===== src/include/exec_writeback_cfg.svh =====
//////////////////////////////////////////////////////////////////////
// configuration macros for the execute and write-back slice
// data width, rob tag width, memory read latency
//////////////////////////////////////////////////////////////////////

`ifndef EXEC_WRITEBACK_CFG_SVH
`define EXEC_WRITEBACK_CFG_SVH

// data and address width
`define XLEN 32

// width of the rob tag that names a result
`define ROB_TAG_LEN 5

// cycles from mem_read to mem_data
// fixed by the load unit, one request in flight at a time
`define MEM_LATENCY 1

`endif


===== src/design/exec_writeback_pkg.sv =====
//////////////////////////////////////////////////////////////////////
// shared types of the execute and write-back slice
// data word, rob tag, alu and load op encodings, cdb packet
//////////////////////////////////////////////////////////////////////

`include "exec_writeback_cfg.svh"

package exec_writeback_pkg;

	typedef logic [`XLEN-1:0] xlen_t;
	typedef logic [`ROB_TAG_LEN-1:0] rob_tag_t;

	// raw op field as it arrives with every issue
	typedef logic [3:0] op_field_t;

	// alu function select, op field of a non-load issue
	typedef enum logic [3:0] {
		ALU_ADD  = 4'h0,
		ALU_SUB  = 4'h1,
		ALU_AND  = 4'h2,
		ALU_OR   = 4'h3,
		ALU_XOR  = 4'h4,
		ALU_SLL  = 4'h5,
		ALU_SRL  = 4'h6,
		ALU_SRA  = 4'h7,
		ALU_SLT  = 4'h8,
		ALU_SLTU = 4'h9
	} alu_func_t;

	// access size of a load
	typedef enum logic [1:0] {
		MEM_BYTE = 2'h0,
		MEM_HALF = 2'h1,
		MEM_WORD = 2'h2
	} mem_size_t;

	// op field of a load issue, msb first
	typedef struct packed {
		logic      is_unsigned;
		mem_size_t size;
		logic      spare;
	} load_op_t;

	// one common data bus beat
	typedef struct packed {
		logic     valid;
		rob_tag_t rob_tag;
		xlen_t    value;
	} cdb_packet_t;

endpackage


===== src/design/exec_if.sv =====
//////////////////////////////////////////////////////////////////////
// issue interface, shared by the alu and load units
// write-slot interface between one unit and the cdb arbiter
//////////////////////////////////////////////////////////////////////

`timescale 1ns/1ps

//////////////////////////////////////////////////////////////////////
// issue bus, operands already read
//////////////////////////////////////////////////////////////////////
interface issue_if import exec_writeback_pkg::*; ();

	logic      valid;
	// steers the issue to the load unit
	logic      is_load;
	rob_tag_t  rob_tag;
	// alu_func_t or load_op_t, depending on is_load
	op_field_t op;
	xlen_t     rs1_value;
	xlen_t     rs2_value;
	xlen_t     imm;

	// both units only listen, each decides its own accept
	modport sink (
		input valid,
		input is_load,
		input rob_tag,
		input op,
		input rs1_value,
		input rs2_value,
		input imm
	);

endinterface

//////////////////////////////////////////////////////////////////////
// result slot, held until written
//////////////////////////////////////////////////////////////////////
interface wr_slot_if import exec_writeback_pkg::*; ();

	logic     valid;
	rob_tag_t rob_tag;
	xlen_t    value;
	// slot granted the cdb this cycle
	logic     written;

	modport source (
		output valid,
		output rob_tag,
		output value,
		input  written
	);

	modport arb (
		input  valid,
		input  rob_tag,
		input  value,
		output written
	);

endinterface


===== src/design/alu_unit.sv =====
//////////////////////////////////////////////////////////////////////
// integer alu with its result slot
// accept rule and ready for the alu path
//////////////////////////////////////////////////////////////////////

`timescale 1ns/1ps
`include "exec_writeback_cfg.svh"

module alu_unit import exec_writeback_pkg::*; (
	input logic          clock,
	input logic          reset,
	issue_if.sink        issue,
	wr_slot_if.source    slot,
	output logic         alu_ready
);

	alu_func_t func;
	xlen_t     result;
	logic [4:0] shamt;
	logic      accept;

	// slot register
	logic      slot_valid;
	rob_tag_t  slot_rob_tag;
	xlen_t     slot_value;

	//////////////////////////////////////////////////////////////////////
	// alu datapath
	//////////////////////////////////////////////////////////////////////

	assign func  = alu_func_t'(issue.op);
	// shift amount from the low bits of rs2
	assign shamt = issue.rs2_value[4:0];

	always_comb begin
		case (func)
			ALU_ADD:  result = issue.rs1_value + issue.rs2_value;
			ALU_SUB:  result = issue.rs1_value - issue.rs2_value;
			ALU_AND:  result = issue.rs1_value & issue.rs2_value;
			ALU_OR:   result = issue.rs1_value | issue.rs2_value;
			ALU_XOR:  result = issue.rs1_value ^ issue.rs2_value;
			ALU_SLL:  result = issue.rs1_value << shamt;
			ALU_SRL:  result = issue.rs1_value >> shamt;
			ALU_SRA:  result = xlen_t'($signed(issue.rs1_value) >>> shamt);
			// compare results are a single bit, zero filled
			ALU_SLT: begin
				result = {{(`XLEN-1){1'b0}},
					$signed(issue.rs1_value) < $signed(issue.rs2_value)};
			end
			ALU_SLTU: begin
				result = {{(`XLEN-1){1'b0}}, issue.rs1_value < issue.rs2_value};
			end
			// unused encodings give zero
			default:  result = '0;
		endcase
	end

	//////////////////////////////////////////////////////////////////////
	// slot and back-pressure
	//////////////////////////////////////////////////////////////////////

	// free when empty or leaving on the cdb this cycle
	assign alu_ready = ~slot_valid | slot.written;
	assign accept    = issue.valid & ~issue.is_load & alu_ready;

	always_ff @(posedge clock) begin
		if (reset) begin
			slot_valid <= 1'b0;
		end else if (accept) begin
			slot_valid <= 1'b1;
		end else if (slot.written) begin
			slot_valid <= 1'b0;
		end
	end

	// payload only moves on accept
	always_ff @(posedge clock) begin
		if (accept) begin
			slot_rob_tag <= issue.rob_tag;
			slot_value   <= result;
		end
	end

	assign slot.valid   = slot_valid;
	assign slot.rob_tag = slot_rob_tag;
	assign slot.value   = slot_value;

endmodule


===== src/design/load_unit.sv =====
//////////////////////////////////////////////////////////////////////
// load path: address calculation, single-beat memory read,
// lane select with sign or zero extension, load result slot
//////////////////////////////////////////////////////////////////////

`timescale 1ns/1ps
`include "exec_writeback_cfg.svh"

module load_unit import exec_writeback_pkg::*; (
	input logic          clock,
	input logic          reset,
	issue_if.sink        issue,
	wr_slot_if.source    slot,
	output logic         load_ready,
	output logic         mem_read,
	output xlen_t        mem_addr,
	input xlen_t         mem_data
);

	logic     accept;
	xlen_t    eff_addr;

	// request in flight
	logic     pending;
	rob_tag_t pend_rob_tag;
	load_op_t pend_op;
	logic [1:0] pend_offset;
	xlen_t    pend_addr;

	// return data shaping
	logic [7:0]  lane_byte;
	logic [15:0] lane_half;
	xlen_t       load_value;

	// slot register
	logic     slot_valid;
	rob_tag_t slot_rob_tag;
	xlen_t    slot_value;

	//////////////////////////////////////////////////////////////////////
	// accept and request
	//////////////////////////////////////////////////////////////////////

	assign eff_addr = issue.rs1_value + issue.imm;

	// one request at a time, slot must be free or draining
	assign load_ready = ~pending & (~slot_valid | slot.written);
	assign accept     = issue.valid & issue.is_load & load_ready;

	// mem_read lasts exactly one cycle after accept
	always_ff @(posedge clock) begin
		if (reset) begin
			pending <= 1'b0;
		end else begin
			pending <= accept;
		end
	end

	always_ff @(posedge clock) begin
		if (accept) begin
			pend_rob_tag <= issue.rob_tag;
			pend_op      <= load_op_t'(issue.op);
			pend_offset  <= eff_addr[1:0];
			// memory sees word addresses only
			pend_addr    <= {eff_addr[`XLEN-1:2], 2'b00};
		end
	end

	assign mem_read = pending;
	assign mem_addr = pend_addr;

	//////////////////////////////////////////////////////////////////////
	// return path
	//////////////////////////////////////////////////////////////////////

	always_comb begin
		// byte lane by offset, half lane by offset msb
		lane_byte = mem_data[{pend_offset, 3'b000} +: 8];
		lane_half = pend_offset[1] ? mem_data[31:16] : mem_data[15:0];
		case (pend_op.size)
			MEM_BYTE: begin
				load_value = pend_op.is_unsigned ?
					{{(`XLEN-8){1'b0}}, lane_byte} :
					{{(`XLEN-8){lane_byte[7]}}, lane_byte};
			end
			MEM_HALF: begin
				load_value = pend_op.is_unsigned ?
					{{(`XLEN-16){1'b0}}, lane_half} :
					{{(`XLEN-16){lane_half[15]}}, lane_half};
			end
			default:  load_value = mem_data;
		endcase
	end

	// data returns the cycle after mem_read, captured here
	always_ff @(posedge clock) begin
		if (reset) begin
			slot_valid <= 1'b0;
		end else if (pending) begin
			slot_valid <= 1'b1;
		end else if (slot.written) begin
			slot_valid <= 1'b0;
		end
	end

	always_ff @(posedge clock) begin
		if (pending) begin
			slot_rob_tag <= pend_rob_tag;
			slot_value   <= load_value;
		end
	end

	assign slot.valid   = slot_valid;
	assign slot.rob_tag = slot_rob_tag;
	assign slot.value   = slot_value;

endmodule


===== src/design/cdb_arbiter.sv =====
//////////////////////////////////////////////////////////////////////
// write stage: picks one result slot for the cdb
// load slot first, written pulse to the winner only
//////////////////////////////////////////////////////////////////////

`timescale 1ns/1ps

module cdb_arbiter import exec_writeback_pkg::*; (
	wr_slot_if.arb       alu_slot,
	wr_slot_if.arb       load_slot,
	output logic         cdb_valid,
	output rob_tag_t     cdb_rob_tag,
	output xlen_t        cdb_value
);

	cdb_packet_t cdb;
	logic        grant_load;
	logic        grant_alu;

	// fixed priority, load beats alu
	assign grant_load = load_slot.valid;
	assign grant_alu  = alu_slot.valid & ~load_slot.valid;

	always_comb begin
		cdb = '0;
		if (grant_load) begin
			cdb.valid   = 1'b1;
			cdb.rob_tag = load_slot.rob_tag;
			cdb.value   = load_slot.value;
		end else if (grant_alu) begin
			cdb.valid   = 1'b1;
			cdb.rob_tag = alu_slot.rob_tag;
			cdb.value   = alu_slot.value;
		end
	end

	// the losing slot holds and retries next cycle
	assign load_slot.written = grant_load;
	assign alu_slot.written  = grant_alu;

	assign cdb_valid   = cdb.valid;
	assign cdb_rob_tag = cdb.rob_tag;
	assign cdb_value   = cdb.value;

endmodule


===== src/design/exec_writeback.sv =====
//////////////////////////////////////////////////////////////////////
// top of the execute and write-back slice
// issue ports to both units, both slots to the cdb arbiter
//////////////////////////////////////////////////////////////////////

`timescale 1ns/1ps

module exec_writeback import exec_writeback_pkg::*; (
	input logic      clock,
	input logic      reset,
	input logic      issue_valid,
	input logic      issue_is_load,
	input rob_tag_t  issue_rob_tag,
	input op_field_t issue_op,
	input xlen_t     issue_rs1_value,
	input xlen_t     issue_rs2_value,
	input xlen_t     issue_imm,
	output logic     alu_ready,
	output logic     load_ready,
	output logic     mem_read,
	output xlen_t    mem_addr,
	input xlen_t     mem_data,
	output logic     cdb_valid,
	output rob_tag_t cdb_rob_tag,
	output xlen_t    cdb_value
);

	issue_if   issue_bus ();
	wr_slot_if alu_slot_bus ();
	wr_slot_if load_slot_bus ();

	// issue ports onto the shared issue bus
	assign issue_bus.valid     = issue_valid;
	assign issue_bus.is_load   = issue_is_load;
	assign issue_bus.rob_tag   = issue_rob_tag;
	assign issue_bus.op        = issue_op;
	assign issue_bus.rs1_value = issue_rs1_value;
	assign issue_bus.rs2_value = issue_rs2_value;
	assign issue_bus.imm       = issue_imm;

	//////////////////////////////////////////////////////////////////////
	// execute units
	//////////////////////////////////////////////////////////////////////

	alu_unit alu_unit_i (
		.clock     (clock),
		.reset     (reset),
		.issue     (issue_bus.sink),
		.slot      (alu_slot_bus.source),
		.alu_ready (alu_ready)
	);

	load_unit load_unit_i (
		.clock      (clock),
		.reset      (reset),
		.issue      (issue_bus.sink),
		.slot       (load_slot_bus.source),
		.load_ready (load_ready),
		.mem_read   (mem_read),
		.mem_addr   (mem_addr),
		.mem_data   (mem_data)
	);

	// write stage
	cdb_arbiter cdb_arbiter_i (
		.alu_slot    (alu_slot_bus.arb),
		.load_slot   (load_slot_bus.arb),
		.cdb_valid   (cdb_valid),
		.cdb_rob_tag (cdb_rob_tag),
		.cdb_value   (cdb_value)
	);

endmodule


===== config.mk =====
export PLATFORM = sky130hd
export DESIGN_NAME = exec_writeback
export DESIGN_NICKNAME = d
export VERILOG_FILES = /design/src/design/exec_writeback_pkg.sv /design/src/design/exec_if.sv /design/src/design/alu_unit.sv /design/src/design/load_unit.sv /design/src/design/cdb_arbiter.sv /design/src/design/exec_writeback.sv
export VERILOG_INCLUDE_DIRS = /design/src /design/src/include
export SDC_FILE = /design/constraint.sdc
export NUM_CORES = 1
export LEC_CHECK = 0
export BUFFER_PORTS_ARGS = -buffer_cell sky130_fd_sc_hd__buf_2
export CELL_PAD_IN_SITES_DETAIL_PLACEMENT = 1
export CELL_PAD_IN_SITES_GLOBAL_PLACEMENT = 1
export CORE_MARGIN = 8
export CORE_UTILIZATION = 47
export CTS_CLUSTER_SIZE = 24
export DETAILED_ROUTE_END_ITERATION = 10
export PLACE_DENSITY = 0.95
export SYNTH_ARGS = -nofsm -noshare
export SYNTH_HDL_FRONTEND = slang
export SYNTH_SLANG_ARGS = --single-unit
export TNS_END_PERCENT = 5

===== constraint.sdc =====
create_clock -name clock -period 8.9 [get_ports clock]
set_clock_uncertainty 0.2 [all_clocks]
set_input_delay 0.89 -clock clock [delete_from_list [all_inputs] [get_ports clock]]
set_output_delay 0.89 -clock clock [all_outputs]
set_load 0.05 [all_outputs]

==> flow_metrics.py, run 1 <==
metrics = {
    "cts": {
        "cts_buffer_depth": 2,
        "ctsResizeCount": 0,
        "clk_pin_slew_ns": 0.06,
        "clock_sinks": 117,
        "cts_max_level": 4,
        "cts_setup_buffers": 0,
        "clkLatencyLatePin_ns": 0.45,
        "cts_tree": "built",
        "root_buffer": "clkbuf_16",
        "hold_buffers": 0,
        "cts-buffers-inserted": 17,
    },
    "placed_design": {
        "dp_hpwl_microns": 48100,
        "place.gp.congestion": 0.957,
        "dp_cells": 2293,
        "io_buffer_count": 211,
    },
    "timing": {
        "hold_ws_ns": 0.219,
        "relSlewSlack": 0.316,
        "hold_viol": 0,
        "finalMaxSlewViolations": 0,
        "rsz0062_at_grt": "no",
        "fin_crit_sh": 0.592,
        "max_clock_freq_mhz": 190,
        "tns_ns": 0,
        "period_needed_ns": 5.27,
        "tightest_slew_ns": 1.01,
        "timing.final.setup_violations": 0,
    },
    "cells_and_area": {
        "multi_input_area_sq_mm": 0.00965,
        "final_util": 0.539,
        "drive_above_1_share": 0.161,
        "stdcell_count": 2330,
        "layout.nets": 2198,
        "syn_to_final_growth_pct": 13.8,
        "num-fill-cells": 3692,
        "regArea_sq_mm": 0.00348,
    },
    "worst_setup_path": {
        "end_kind": "flip-flop",
        "critPathMaxFanout": 71,
        "critPathLaunchType": "input pin",
        "rr_worst_depth": 6,
        "cp_slowest_cell": "a2111oi_2",
        "critical_path.max_stage_delay_ns": 0.64,
        "crit_chain": "buf_2, buf_4, clkinv_1, buf_4, ha_1, nor3b_1, a2111oi_2, a211oi_2, o311ai_1, a31oi_2, a21oi_2, o21bai_1, nor4_1, a2111oi_0, nor3_1",
        "r2r-start": "load_unit_i.pend_offset[1]",
        "cp.arrival_ns": 5.34,
        "path_common_cell": "buf_4",
        "reg2reg_setup_slack_ns": 6.20,
        "crit_type": "input pin to flip-flop",
        "r2r_end": "load_unit_i.slot.value[13]",
        "crit_required_ns": 8.98,
    },
    "min_path": {
        "hp-start": "load_unit_i.pend_rob_tag[1]",
        "holdPathEnd": "load_unit_i.slot.rob_tag[1]",
        "hold_path.class": "flip-flop to flip-flop",
        "min_path_cells": 0,
    },
    "power": {
        "ir_drop_uv": 125,
        "power.density_mw_per_mm2": 145,
        "power.leakage_nw": 6.99,
        "power_w": 0.00230,
    },
    "route": {
        "ant_nets": 0,
        "wl_per_cell_microns": 27.2,
        "drt_wl_total_microns": 63400,
        "vias": 15360,
        "drc": 0,
        "drt-initial-drc-count": 1665,
        "met2WireLength_microns": 29600,
        "first_pass_iters": 6,
        "highest_layer": "met4",
        "vias_per_cell": 6.59,
        "met3WireLength_microns": 5620,
        "wirelength_met1_microns": 25400,
    },
    "synthesis": {
        "ys.flop_type": "edfxtp_1",
        "synth_most_common_cell": "nand2_1",
        "ys_warn_count": 0,
        "synth_edf_count": 114,
        "synthArstFlopShare": 0,
        "synthTopCellsByArea": "edfxtp_1, ha_1, o21ai_0",
        "synth_area_per_cell_sq_um": 7.81,
        "yosysTopAreaCell": "edfxtp_1",
        "synthTopCellsByCount": "nand2_1, nor2_1, o21ai_0",
        "ys_ff_latch": 117,
        "synth_top_area_frac": 0.245,
        "syn_area_sq_mm": 0.0140,
        "netlist_instances": 1789,
        "yosysSeqAreaShare": 0.249,
        "ys_types": 80,
    },
    "global_route": {
        "antenna_found_initial": 2,
        "grt_pass1_vias": 15750,
        "grt_max_degree": 81,
        "overflow": 0,
        "grt_pass1_wl_microns": 95800,
        "groute.usage.overall": 0.346,
    },
    "job": {
        "drv_cap": 0,
    },
    "floorplan": {
        "std_cell_rows": 63,
        "die_h_microns": 188,
        "die-area_sq_mm": 0.0355,
        "fp.coreArea_sq_mm": 0.0295,
        "pin_count": 214,
        "initial_utilization": 0.474,
        "die_w_microns": 188,
    },
    "run_status": {
        "status": "finished, final reports clean",
    },
}
-- cells by family (layout without fill, tap and decap cells) --
logic type / count (synthesis) / in the layout / synth area share
AO/OA/AOI/OAI: 640 / 640 / 0.297
XOR/XNOR: 53 / 53 / 0.0332
adder cells (fa/ha/maj): 134 / 134 / 0.122
buffers and inverters: 226 / 372 / 0.0626
flip-flops: 117 / 117 / 0.249
multiplexers: 92 / 92 / 0.0707
other: 1 / 6 / 0.000268
AND/OR/NAND/NOR: 526 / 526 / 0.165
-- per-layer routing --
layer	vias to the layer above	track usage
met5	-	0
met4	0	0.167
met3	183	0.0749
met2	837	0.572
met1	7503	0.423
li1	6837	-
-- registers in the layout (all words and copies together), names as in the netlist, 2 cells and up --
signal,flops
load_unit_i.mem_addr,30
load_unit_i.pend_op,3
load_unit_i.slot.rob_tag,5
alu_unit_i.slot.rob_tag,5
load_unit_i.pend_rob_tag,5
load_unit_i.pend_offset,2
load_unit_i.slot.value,32
alu_unit_i.slot.value,32
-- layout make-up --
cell class	count	area share
repair buffers	239	0.0795
well taps	390	0.0307
diodes	4	0.000629
inverters	101	0.0238
clock inverters	12	0.0113
clock buffers	20	0.0281
flip-flops and latches	117	0.219
multi-input cells	1447	0.607
-- critical path, delay by kind of cell --
kind / cells / cell delay, ns
AOI/OAI and AO/OA: 7 / 2.26
adders and majority gates: 1 / 0.35
buffers and inverters: 4 / 1.21
and+or+nand+nor: 3 / 0.59
-- power by group --
part,switching (W),internal (W)
Combinational,0.000579,0.000277
Clock,0.000297,0.000476
Sequential,0.0000191,0.000651
-- cell usage in the layout (no fill, tap or decap), types with 7 or more instances in the layout --
cell type  count
nand2b_1      21
a22oi_1       25
mux2_2        13
o21bai_1      18
buf_2        211
nor4_1        12
a21o_1        29
buf_4         27
a211oi_1      32
o22ai_1        8
nand2_1      190
or3_1          8
a22o_1        38
a31oi_1       15
edfxtp_1     114
inv_1         97
o211ai_1      29
o21ai_0      176
a221oi_1      11
o221ai_1      13
nor2b_1       18
and3_1        10
xnor2_1       39
mux2i_1       75
clkbuf_16     17
a21oi_1      156
a221o_1        9
nor3_1        35
o2111ai_1      7
ha_1         131
xor2_1        14
o31ai_1        9
o21a_1         9
nor2_1       177
nand3_1       25
-- how the worst max path moves through the flow --
| stage | start | endpoint | slack [ns] | depth (start not counted) |
|---|---|---|---|---|
| after floorplan | issue_rs2_value[1] | alu_unit_i.slot.value[30] | 4.19 | 15 |
| after global placement | issue_rs2_value[2] | alu_unit_i.slot.value[29] | 3.48 | 15 |
| after detailed placement | issue_rs2_value[2] | alu_unit_i.slot.value[31] | 3.32 | 15 |
| after CTS | issue_rs2_value[2] | alu_unit_i.slot.value[31] | 3.78 | 15 |
| after global routing | issue_rs2_value[2] | alu_unit_i.slot.value[31] | 3.45 | 15 |
| final | issue_rs2_value[2] | alu_unit_i.slot.value[31] | 3.63 | 15 |
-- per-stage QoR --
stage / setup WS [ns] / cell area, sq um
2_1_floorplan: 4.19 / 14000
3_3_place_gp: 3.48 / 15300
3_5_place_dp: 3.32 / 15300
4_1_cts: 3.78 / 15900
5_1_grt: 3.45 / 15900
6_report: 3.63 / 15900
No activity file was read; power rests on OpenSTA's default activity.
==> inputs of run 2 (changes only) <==
Settings changed: ABC_AREA set to 1, CORE_UTILIZATION 47 to 38, PLACE_DENSITY 0.95 to 0.89.
Clock period 8.9 ns to 4.3 ns, I/O delays scaled along.
==> run 2 against run 1 <==
Against the previous run:
- first-iteration DRC count up 19%
- non-clock buffer count up 12
- utilization down 10 points
- critical path type unchanged
- critical path depth down 1
- cell count up 53%
- clock power up 90%
- clock-buffer cell count down 2
- synthesized area up 19%
- highest routed layer is now met5
- die area up 43%
- register-to-register slack worse by 4.6 ns
- total power up 120%
- sequential share of layout area down 3.3 points
==> flow_metrics.py, run 2 <==
metrics = {
    "floorplan": {
        "die-area_sq_mm": 0.0506,
        "std_cell_rows": 76,
        "die_w_microns": 225,
        "fp.coreArea_sq_mm": 0.0431,
        "initial_utilization": 0.385,
        "die_h_microns": 225,
        "pin_count": 214,
    },
    "min_path": {
        "hold_path.class": "input pin to flip-flop",
    },
    "timing": {
        "rsz0062_at_grt": "no",
        "finalMaxSlewViolations": 0,
        "timing.final.setup_violations": 0,
        "period_needed_ns": 3.20,
        "tns_ns": 0,
        "max_clock_freq_mhz": 312,
        "hold_viol": 0,
        "tightest_slew_ns": 1.09,
        "fin_crit_sh": 0.745,
        "relSlewSlack": 0.267,
    },
    "cells_and_area": {
        "syn_to_final_growth_pct": 13.1,
        "layout.nets": 3244,
        "drive_above_1_share": 0.106,
        "final_cell_mix": "nand2_1, nand3_1, inv_1",
        "stdcell_count": 3570,
        "layout_commonest_cell": "nand2_1",
    },
    "route": {
        "ant_nets": 0,
        "drc": 0,
        "vias_per_cell": 5.90,
        "drt-initial-drc-count": 1981,
        "wl_per_cell_microns": 26.9,
        "first_pass_iters": 6,
        "drt_wl_total_microns": 95900,
        "vias": 21074,
    },
    "synthesis": {
        "synthAdderAreaFrac": 0.102,
        "ys_ff_latch": 117,
        "synth_top_area_frac": 0.209,
        "ys_types": 48,
        "yosysSeqAreaShare": 0.210,
        "synth_edf_count": 114,
        "synth_top_family_by_area": "simple AND/OR/NAND/NOR gates",
        "yosys.area_share.xor_xnor": 0.0127,
        "ys_warn_count": 0,
        "synthSimpleGateAreaFrac": 0.445,
        "synthTopCellsByArea": "nand2_1, edfxtp_1, nand3_1",
        "netlist_instances": 2811,
        "synth_most_common_cell": "nand2_1",
        "yosysTopAreaCell": "nand2_1",
        "synthArstFlopShare": 0,
        "syn_area_sq_mm": 0.0166,
        "synth_compound_area_frac": 0.115,
        "synthTopCellsByCount": "nand2_1, nand3_1, inv_1",
        "synth_area_per_cell_sq_um": 5.91,
        "ys.flop_type": "edfxtp_1",
        "synth_mux_area_frac": 0,
    },
    "global_route": {
        "antenna_found_initial": 10,
        "overflow": 0,
        "groute.usage.overall": 0.372,
        "grt_pass1_vias": 21676,
        "grt_max_degree": 69,
        "grt_pass1_wl_microns": 139000,
    },
    "worst_setup_path": {
        "critPathLaunchType": "input pin",
        "critPathMaxFanout": 5,
        "end_kind": "flip-flop",
        "crit_type": "input pin to flip-flop",
        "cp.arrival_ns": 3.18,
        "crit_required_ns": 4.28,
    },
    "placed_design": {
        "dp_hpwl_microns": 79300,
        "dp_cells": 3529,
        "place.gp.congestion": 1.04,
        "io_buffer_count": 211,
    },
    "cts": {
        "clock_sinks": 117,
        "cts-buffers-inserted": 17,
        "cts_max_level": 4,
        "hold_buffers": 6,
        "root_buffer": "clkbuf_16",
        "clk_pin_slew_ns": 0.06,
        "cts_setup_buffers": 0,
        "cts_tree": "built",
        "ctsResizeCount": 0,
        "clkLatencyLatePin_ns": 0.47,
        "cts_buffer_depth": 2,
    },
    "power": {
        "power.leakage_nw": 9.74,
        "ir_drop_uv": 259,
        "power.density_mw_per_mm2": 264,
    },
    "run_status": {
        "status": "finished, final reports clean",
    },
    "job": {
        "drv_cap": 0,
    },
}
## run 2: cell count changes in the layout (fill, tap and decap cells not counted), sizes merged, moves of 37 or more
| cell | before | now |
|---|---|---|
| a21oi | 158 | 111 |
| inv | 100 | 365 |
| nand4 | 6 | 43 |
| o21ai | 177 | 108 |
| nor2 | 178 | 245 |
| nand2 | 191 | 929 |
| nand3 | 25 | 450 |
| mux2i | 75 | 0 |
| a22o | 38 | 0 |
## run 2: cell families after synthesis
family / after synthesis
other: 1
buffers and inverters: 475
xor gates and xnor gates: 24
DFF: 117
adders and majority gates: 134
AOI/OAI and AO/OA: 329
and+or+nand+nor: 1731
## run 2: final timing paths
check,start,endpoint,slack (ns),depth (start not counted)
hold / removal,issue_op[3],load_unit_i.pend_op[3],0.06,1
setup reg to reg,load_unit_i.pend_offset[1],load_unit_i.slot.value[18],1.58,8
setup / recovery,issue_rs1_value[0],alu_unit_i.slot.value[12],1.10,14
hold reg to reg,load_unit_i.pend_rob_tag[4],load_unit_i.slot.rob_tag[4],0.22,0
## run 2: report_power, final
group / switching, W / internal [W] / leakage, nW
clock: 0.000675 / 0.000797 / 0.265
sequential: 0.0000292 / 0.00135 / 1.10
combinational: 0.00156 / 0.000554 / 8.37
total: 0.00226 / 0.00270 / 9.74
## run 2: final cells by class
class	count	area, sq um
fill	5996	24300
inverter	362	1360
sequential	117	3480
tap	585	732
timing repair buffer	251	1410
antenna	3	7.51
clock buffer	18	429
multi-input combinational	2220	11200
clock inverter	14	128
## run 2: metrics by stage
stage               hold WS, ns  setup WS [ns]  area [sq um]  total power, W  utilization
finish                   0.0645           1.10         18800         0.00496        0.436
global route             0.0430           1.06         18800         0.00514        0.436
CTS                      0.0351           1.20         18800         0.00492        0.436
detailed placement        0.207          0.703         18100         0.00344        0.421
global placement          0.200          0.745         18100         0.00340        0.421
floorplan                 0.200          0.114         16600         0.00265            -
## run 2: critical path, cell delays in order
cell and delay (ns):
buf_2 0.16, inv_1 0.11, ha_1 0.21, inv_1 0.24
fa_1 0.36, inv_1 0.08, o21ai_0 0.35, and2_1 0.29
nand2_1 0.13, nand3_1 0.28, nand2_1 0.10, nand3_1 0.09
nand2_1 0.11, nand3b_1 0.25
## run 2: routing by layer
metal / vias up / share of wire / GRT usage
met3: 277 / 0.083 / 0.0856
met2: 1013 / 0.46 / 0.616
met4: 12 / 0.069 / 0.234
met5: - / 0.00079 / 0
met1: 10245 / 0.39 / 0.430
li1: 9527 / - / -
